[config.mk]
export PLATFORM = sky130hd
export DESIGN_NAME = ntm_matrix_mod
export DESIGN_NICKNAME = d
export VERILOG_FILES = /design/src/hdl/ntm_arith_pkg.sv /design/src/hdl/ntm_ctrl_pkg.sv /design/src/hdl/ntm_matrix_mod.sv /design/src/hdl/ntm_matrix_mod_fsm.sv /design/src/hdl/ntm_index_counter.sv /design/src/hdl/ntm_scalar_mod.sv
export SDC_FILE = /design/constraint.sdc
export NUM_CORES = 1
export LEC_CHECK = 0
export CAP_MARGIN = 10
export CORE_UTILIZATION = 50
export DETAILED_ROUTE_END_ITERATION = 8
export DONT_BUFFER_PORTS = 1
export PLACE_DENSITY = 0.65
export SYNTH_ARGS = -nofsm -noshare
export SYNTH_HDL_FRONTEND = slang
export SYNTH_SLANG_ARGS = --single-unit
export TNS_END_PERCENT = 1
[constraint.sdc]
create_clock -name CLK -period 3.8 [get_ports CLK]
set_input_delay 0.38 -clock CLK [delete_from_list [all_inputs] [get_ports CLK]]
set_output_delay 0.38 -clock CLK [all_outputs]
set_load 0.005 [all_outputs]
[src/hdl/ntm_arith_pkg.sv]
////////////////////////////////////////////////////////////////////////////
// Arithmetic widths of the matrix modulo unit
// Element, modulus and index vector types
////////////////////////////////////////////////////////////////////////////

package ntm_arith_pkg;

  // Element and modulus width in bits
  localparam int data_w = 16;

  // Row and column count width in bits
  localparam int index_w = 8;

  // Elements, moduli and remainders
  typedef logic [data_w-1:0] data_t;

  // Matrix sizes and loop indices
  typedef logic [index_w-1:0] index_t;

endpackage
[src/hdl/ntm_ctrl_pkg.sv]
////////////////////////////////////////////////////////////////////////////
// Control encodings of the matrix modulo unit
// Sequencer states and remainder latency
////////////////////////////////////////////////////////////////////////////

package ntm_ctrl_pkg;

  // Sequencer states
  typedef enum logic [1:0] {
    idle,
    wait_i,
    wait_j,
    busy
  } mod_state_e;

  // Cycles from a remainder start edge to its done pulse, one per bit
  localparam int mod_latency = ntm_arith_pkg::data_w;

endpackage

[src/hdl/ntm_matrix_mod.sv]
////////////////////////////////////////////////////////////////////////////
// Element-wise matrix modulo unit, top level
// Sequencer, index counter and remainder datapath
////////////////////////////////////////////////////////////////////////////

`timescale 1ns/1ps

module ntm_matrix_mod (
  input  logic                  CLK,
  input  logic                  RST,
  input  logic                  start,
  input  logic                  data_in_i_enable,
  input  logic                  data_in_j_enable,
  input  ntm_arith_pkg::data_t  modulo_in,
  input  ntm_arith_pkg::index_t size_i_in,
  input  ntm_arith_pkg::index_t size_j_in,
  input  ntm_arith_pkg::data_t  data_in,
  output logic                  ready,
  output logic                  data_out_i_enable,
  output logic                  data_out_j_enable,
  output ntm_arith_pkg::data_t  data_out
);

  // Sequencer to datapath
  logic                 op_start;
  logic                 op_done;
  ntm_arith_pkg::data_t op_result;

  // Sequencer to counter
  logic load;
  logic step_j;
  logic step_row;
  logic last_i;
  logic last_j;

  ntm_matrix_mod_fsm u_fsm (
    .CLK              (CLK),
    .RST              (RST),
    .start            (start),
    .data_in_i_enable (data_in_i_enable),
    .data_in_j_enable (data_in_j_enable),
    .last_i           (last_i),
    .last_j           (last_j),
    .op_done          (op_done),
    .op_result        (op_result),
    .op_start         (op_start),
    .load             (load),
    .step_j           (step_j),
    .step_row         (step_row),
    .ready            (ready),
    .data_out_i_enable(data_out_i_enable),
    .data_out_j_enable(data_out_j_enable),
    .data_out         (data_out)
  );

  ntm_index_counter u_counter (
    .CLK     (CLK),
    .RST     (RST),
    .load    (load),
    .size_i  (size_i_in),
    .size_j  (size_j_in),
    .step_j  (step_j),
    .step_row(step_row),
    .last_i  (last_i),
    .last_j  (last_j)
  );

  // Element and modulus go straight in, captured on the accept edge
  ntm_scalar_mod u_scalar_mod (
    .CLK      (CLK),
    .RST      (RST),
    .op_start (op_start),
    .dividend (data_in),
    .modulus  (modulo_in),
    .op_done  (op_done),
    .op_result(op_result)
  );

endmodule

[src/hdl/ntm_matrix_mod_fsm.sv]
////////////////////////////////////////////////////////////////////////////
// Sequencer of the matrix modulo unit
// Element accept, reduction launch, counter steps, output strobes
////////////////////////////////////////////////////////////////////////////

`timescale 1ns/1ps

module ntm_matrix_mod_fsm (
  input  logic                 CLK,
  input  logic                 RST,
  input  logic                 start,
  input  logic                 data_in_i_enable,
  input  logic                 data_in_j_enable,
  input  logic                 last_i,
  input  logic                 last_j,
  input  logic                 op_done,
  input  ntm_arith_pkg::data_t op_result,
  output logic                 op_start,
  output logic                 load,
  output logic                 step_j,
  output logic                 step_row,
  output logic                 ready,
  output logic                 data_out_i_enable,
  output logic                 data_out_j_enable,
  output ntm_arith_pkg::data_t data_out
);

  ntm_ctrl_pkg::mod_state_e state;

  // Result of the element in flight
  logic result_done;

  ////////////////////////////////////////////////////////////////////////////
  // Handshake decode
  ////////////////////////////////////////////////////////////////////////////

  // Enable only counts in the matching wait state
  assign op_start = ((state == ntm_ctrl_pkg::wait_i) && data_in_i_enable) ||
                    ((state == ntm_ctrl_pkg::wait_j) && data_in_j_enable);

  // Sizes captured only from idle
  assign load = (state == ntm_ctrl_pkg::idle) && start;

  assign result_done = (state == ntm_ctrl_pkg::busy) && op_done;

  // Counter steps with every result but the final one
  assign step_j   = result_done && !last_j;
  assign step_row = result_done && last_j && !last_i;

  ////////////////////////////////////////////////////////////////////////////
  // State and output strobes
  ////////////////////////////////////////////////////////////////////////////

  always_ff @(posedge CLK or posedge RST) begin
    if (RST) begin
      state             <= ntm_ctrl_pkg::idle;
      ready             <= 1'b0;
      data_out_i_enable <= 1'b0;
      data_out_j_enable <= 1'b0;
      data_out          <= '0;
    end else begin
      // Strobes are single-cycle
      ready             <= 1'b0;
      data_out_i_enable <= 1'b0;
      data_out_j_enable <= 1'b0;
      case (state)
        ntm_ctrl_pkg::idle: begin
          if (start) state <= ntm_ctrl_pkg::wait_i;
        end
        ntm_ctrl_pkg::wait_i: begin
          if (data_in_i_enable) state <= ntm_ctrl_pkg::busy;
        end
        ntm_ctrl_pkg::wait_j: begin
          if (data_in_j_enable) state <= ntm_ctrl_pkg::busy;
        end
        ntm_ctrl_pkg::busy: begin
          if (op_done) begin
            data_out          <= op_result;
            data_out_j_enable <= 1'b1;
            if (last_i && last_j) begin
              // End of matrix
              ready <= 1'b1;
              state <= ntm_ctrl_pkg::idle;
            end else if (last_j) begin
              // End of row so the next element opens a row
              data_out_i_enable <= 1'b1;
              state             <= ntm_ctrl_pkg::wait_i;
            end else begin
              state <= ntm_ctrl_pkg::wait_j;
            end
          end
        end
        default: state <= ntm_ctrl_pkg::idle;
      endcase
    end
  end

  // Matrix end is always also a column step
  a_ready_with_j: assert property (@(posedge CLK) disable iff (RST)
    ready |-> data_out_j_enable);

  // Datapath done only while an element is in flight
  a_done_in_busy: assert property (@(posedge CLK) disable iff (RST)
    op_done |-> (state == ntm_ctrl_pkg::busy));

  // Done is raised mod_latency edges after the capture edge
  a_done_latency: assert property (@(posedge CLK) disable iff (RST)
    op_start |-> ##(ntm_ctrl_pkg::mod_latency + 1) op_done);

endmodule

[src/hdl/ntm_index_counter.sv]
////////////////////////////////////////////////////////////////////////////
// Row and column index counter
// Size capture with zero clamped to one, last-element flags
////////////////////////////////////////////////////////////////////////////

`timescale 1ns/1ps

module ntm_index_counter (
  input  logic                  CLK,
  input  logic                  RST,
  input  logic                  load,
  input  ntm_arith_pkg::index_t size_i,
  input  ntm_arith_pkg::index_t size_j,
  input  logic                  step_j,
  input  logic                  step_row,
  output logic                  last_i,
  output logic                  last_j
);

  // Captured sizes
  ntm_arith_pkg::index_t size_i_q;
  ntm_arith_pkg::index_t size_j_q;

  // Current row and column
  ntm_arith_pkg::index_t idx_i_q;
  ntm_arith_pkg::index_t idx_j_q;

  always_ff @(posedge CLK or posedge RST) begin
    if (RST) begin
      size_i_q <= ntm_arith_pkg::index_t'(1);
      size_j_q <= ntm_arith_pkg::index_t'(1);
      idx_i_q  <= '0;
      idx_j_q  <= '0;
    end else if (load) begin
      // Zero-sized dimension runs as a single element
      size_i_q <= (size_i == '0) ? ntm_arith_pkg::index_t'(1) : size_i;
      size_j_q <= (size_j == '0) ? ntm_arith_pkg::index_t'(1) : size_j;
      idx_i_q  <= '0;
      idx_j_q  <= '0;
    end else if (step_row) begin
      // Row wrap
      idx_i_q <= idx_i_q + 1'b1;
      idx_j_q <= '0;
    end else if (step_j) begin
      idx_j_q <= idx_j_q + 1'b1;
    end
  end

  // Sizes never below one, so no underflow here
  assign last_i = (idx_i_q == ntm_arith_pkg::index_t'(size_i_q - 1'b1));
  assign last_j = (idx_j_q == ntm_arith_pkg::index_t'(size_j_q - 1'b1));

  // Final element ends the job, nothing may step past it
  a_no_step_past_end: assert property (@(posedge CLK) disable iff (RST)
    (step_j || step_row) |-> !(last_i && last_j));

endmodule

[src/hdl/ntm_scalar_mod.sv]
////////////////////////////////////////////////////////////////////////////
// Bit-serial restoring remainder datapath
// One dividend bit per clock, done pulse after data_w steps
////////////////////////////////////////////////////////////////////////////

`timescale 1ns/1ps

module ntm_scalar_mod (
  input  logic                 CLK,
  input  logic                 RST,
  input  logic                 op_start,
  input  ntm_arith_pkg::data_t dividend,
  input  ntm_arith_pkg::data_t modulus,
  output logic                 op_done,
  output ntm_arith_pkg::data_t op_result
);

  // Control state
  logic running;
  logic [$clog2(ntm_ctrl_pkg::mod_latency)-1:0] count_q;

  // Operands and partial remainder
  ntm_arith_pkg::data_t dvd_q;
  ntm_arith_pkg::data_t mod_q;
  ntm_arith_pkg::data_t rem_q;

  // One restoring step
  logic [ntm_arith_pkg::data_w:0] shifted;
  ntm_arith_pkg::data_t           rem_next;

  ////////////////////////////////////////////////////////////////////////////
  // Restoring step
  ////////////////////////////////////////////////////////////////////////////

  // Bring down the next dividend bit, MSB first
  assign shifted = {rem_q, dvd_q[ntm_arith_pkg::data_w-1]};

  // Subtract when not smaller; a zero modulus always subtracts nothing,
  // so the remainder ends up as the dividend itself
  always_comb begin
    if (shifted >= {1'b0, mod_q}) begin
      rem_next = ntm_arith_pkg::data_t'(shifted - {1'b0, mod_q});
    end else begin
      rem_next = shifted[ntm_arith_pkg::data_w-1:0];
    end
  end

  // Sequencing of the data_w steps
  always_ff @(posedge CLK or posedge RST) begin
    if (RST) begin
      running <= 1'b0;
      count_q <= '0;
      op_done <= 1'b0;
    end else begin
      op_done <= 1'b0;
      if (op_start) begin
        running <= 1'b1;
        count_q <= '0;
      end else if (running) begin
        count_q <= count_q + 1'b1;
        // Last step lands together with the done pulse
        if (count_q == $bits(count_q)'(ntm_ctrl_pkg::mod_latency - 1)) begin
          running <= 1'b0;
          op_done <= 1'b1;
        end
      end
    end
  end

  // Operand capture and remainder update
  always_ff @(posedge CLK) begin
    if (op_start) begin
      dvd_q <= dividend;
      mod_q <= modulus;
      rem_q <= '0;
    end else if (running) begin
      dvd_q <= dvd_q << 1;
      rem_q <= rem_next;
    end
  end

  assign op_result = rem_q;

  // No new operand while a reduction is in flight
  a_no_start_busy: assert property (@(posedge CLK) disable iff (RST)
    op_start |-> !running);

  // Done is a single-cycle pulse
  a_done_pulse: assert property (@(posedge CLK) disable iff (RST)
    op_done |=> !op_done);

endmodule

==> summary.md <==
| Metric | Value |
|---|---|
| Clk slew on worst S/H paths | 0.08 ns |
| Largest net degree at the start of global routing | 39 |
| Nets | 716 |
| Die W | 110 um |
| Worst skew pair latency | 0.36 ns |
| WL final | 12200 um |
| GR met2 Demand/Resource | 0.350 |
| CTS Buffer Depth | 2 |
| Crit path max fanout | 7 |
| Share of layout cells above drive strength 1 | 0.0530 |
| Final Util | 0.553 |
| Syn Area/Cell | 9.14 um2 |
| Post-CTS Resized | 0 |
| Outcome | complete, but fails checks |
| Root buffer cell | clkbuf_16 |
| Worst hold slack | -0.0196 ns |
| Design Power | 4.94 mW |
| DIE AREA | 12200 um2 |
| Cell Chain, Critical Path | inv_1 > ha_1 > o21bai_1 > a2111oi_0 > a211oi_1 > a211o_1 > or3_1 > or3_1 > a21oi_1 |
| Met1 GRT Util | 0.274 |
| # diodes | 0 |
| Final Hold Fails | 29 |
| Slew headroom | 0.445 |
| Synthesized area | 5860 um2 |
| CORE AREA | 11400 um2 |
| GR Util All Layers | 0.213 |
| Final min period | 2.91 ns |
| Setup CP Type | reg2reg |
| Ys Warns | 0 |
| Via count | 4476 |
| Crit path capture type | flip-flop |
| Area delta synth->final | 7.84% |
| Leak | 2.91 nW |
| Dpl hpwl | 8940 um |
| Period utilisation layout | 0.766 |
| CP startpoint kind | flip-flop |
| Max Clk Rate | 344 MHz |
| Critical path's most frequent cell | or3_1 |
| First-pass GRT wire length | 19700 um |
| H-tree depth | 3 |
| Num CTS Buffers | 9 |
| Chip Height | 110 um |
| Starting Density | 0.513 |
| CTS tree | built |
| GRT Max-Usage Layer | met2 |
| Register area share after synthesis | 0.471 |
| Worst Max-Slew Pin Slew | 0.832 ns |
| Number of synthesized flops with an enable pin | 32 |
| Final ANT Viol Nets | 0 |
| TritonCTS Sinks | 107 |
| FP Rows | 39 |
| Initial DRC count | 232 |
| Synthesized instance count | 641 |
| TritonRoute pass-1 iters | 5 |
| Footprint of the multi-input gates | 2850 um2 |
| Worst path max stage delay | 0.57 ns |
| Ports | 72 |
| Crit path DAT | 3.18 ns |
| Async S/R FF share, synth | 0.551 |
| Gr ovfl total | 0 |
| Slowest cell on crit path | dfstp_2 |
| Peak supply drop | 0.000537 V |
| P per Cell Area | 782 nW/um2 |
| Avg WL per Cell | 15.5 um |
| # fillers | 1026 |
| Final setup viols | 0 |
| # hold bufs at CTS | 0 |
| Initial antenna violation count | 0 |
| Post-CTS setup buffer count | 0 |
| Vias in the first global route | 4159 |
| CP Data Required Time | 4.08 ns |
| Remaining DRCs | 0 |
| Hold crit path type | in2async |
| Drt via density | 5.71 |
| Routability cong. | 0.824 |
| Max_cap viols | 0 |
| Unrepaired setup endpoints after global routing | false |
| PortBufs | 0 |
| Max Transition Viols Final | 0 |
| Syn nets | 721 |
| Yosys cell types | 62 |
| FF+latch count, synth | 107 |
| Final Skew | 0.00803 ns |
| Seq. cell area | 2760 um2 |
| Grt met3 use | 0.0570 |
| Most used DFF post-synth | dfrtp_1 |
| Failing checks | hold timing |
| Sum Neg Setup Slack | 0 ns |
-- through the flow --
step / worst slack, ns / hold WS (ns) / cells / cell area, um2
floorplan: 1.10 / 0.434 / 641 / 5860
global placement: 0.945 / 0.382 / 768 / 6010
detailed placement: 0.893 / 0.388 / 768 / 6010
CTS: 0.884 / 0.00437 / 784 / 6320
global route: 0.688 / 0.0388 / 784 / 6320
finish: 0.891 / -0.0196 / 784 / 6320
-- cell usage in the layout, fill, tap and decap left out, drive strengths merged, types with 10 or more instances in the layout --
| cell type | synthesis | final |
|---|---|---|
| ha | 26 | 26 |
| nand2 | 163 | 163 |
| o21ai | 23 | 23 |
| xnor2 | 15 | 15 |
| a21oi | 34 | 34 |
| inv | 40 | 44 |
| mux2i | 11 | 11 |
| xor2 | 17 | 17 |
| a211oi | 11 | 11 |
| nor2 | 24 | 24 |
| edfxtp | 32 | 32 |
| nor3 | 11 | 11 |
| dfrtp | 57 | 57 |
| nand3 | 13 | 13 |
| clkbuf | 21 | 10 |
| dfxtp | 16 | 16 |
-- synthesized netlist by cell type, types with 6 or more instances --
cell,n,area (um2)
nand2_1,163,612
dfrtp_1,57,1430
inv_1,40,150
a21oi_1,34,170
edfxtp_1,32,961
ha_1,26,325
nor2_1,24,90.1
o21ai_0,23,115
clkbuf_1,21,78.8
xor2_1,17,149
dfxtp_1,16,320
xnor2_1,15,131
nand3_1,13,65.1
mux2i_1,11,110
a211oi_1,10,75.1
nor3_1,10,50.1
and3_1,9,56.3
nand2b_1,9,56.3
and2_1,8,50.1
o2bb2ai_1,7,61.3
o211ai_1,6,45.0
-- layout make-up --
cell class,count,area share
multi-input cells,469,0.451
repair buffers,9,0.0107
flip-flops and latches,107,0.437
well taps,143,0.0283
clock buffers,10,0.0396
clock inverters,6,0.00970
inverters,40,0.0238
-- per-layer routing --
layer / up-vias / routed length (um)
li1: 2232 / -
met1: 2126 / 5420
met2: 101 / 5930
met3: 17 / 579
met4: 0 / 238
met5: - / 0
-- sequential cells by signal (all words and copies together), names as in the netlist, 4 cells and up --
name and count:
u_counter.size_i_q 8, u_scalar_mod.dvd_q 16, u_counter.idx_j_q 8, u_scalar_mod.count_q 4
u_scalar_mod.op_result 16, u_counter.idx_i_q 8, u_scalar_mod.mod_q 16, u_counter.size_j_q 8
u_fsm.data_out 16
-- report_power, final --
group          switching, mW  internal [mW]  total (mW)
combinational           1.23          0.883        2.11
sequential             0.281           1.58        1.86
clock                  0.460          0.503       0.963
-- kinds of logic after synthesis --
family / after synthesis / share of synthesized area
mux: 13 / 0.0226
fa+ha+maj: 27 / 0.0589
compound gates: 132 / 0.154
buf+inv: 65 / 0.0425
flops: 107 / 0.471
xor+xnor: 32 / 0.0478
simple gates: 265 / 0.203
-- worst paths after layout --
kind / start / endpoint / slack, ns / cells after the start
worst max register to register: u_counter.size_j_q[0]$_DFFE_PP1P_ / u_counter.idx_i_q[6]$_DFFE_PP0P_ / 0.89 / 9
max in group asynchronous: RST / u_counter.size_i_q[0]$_DFFE_PP1P_ / 2.93 / 2
min in group CLK: modulo_in[9] / u_scalar_mod.mod_q[9]$_DFFE_PN_ / 0.11 / 0
worst max-delay path: u_counter.size_j_q[0]$_DFFE_PP1P_ / u_counter.idx_i_q[6]$_DFFE_PP0P_ / 0.89 / 9
worst min-delay path: RST / u_fsm.data_out[0]$_DFFE_PP0P_ / -0.02 / 1
worst min register to register: u_scalar_mod.op_result[15]$_SDFFE_PN0P_ / u_fsm.data_out[15]$_DFFE_PP0P_ / 0.48 / 2
-- critical path, delay by kind of cell, from the launching register on --
family	cells	cell delay, ns
fa+ha+maj	1	0.25
simple gates	2	0.71
buf+inv	1	0.06
flops	1	0.57
compound gates	5	1.22
(Power assumes the default switching activity.)
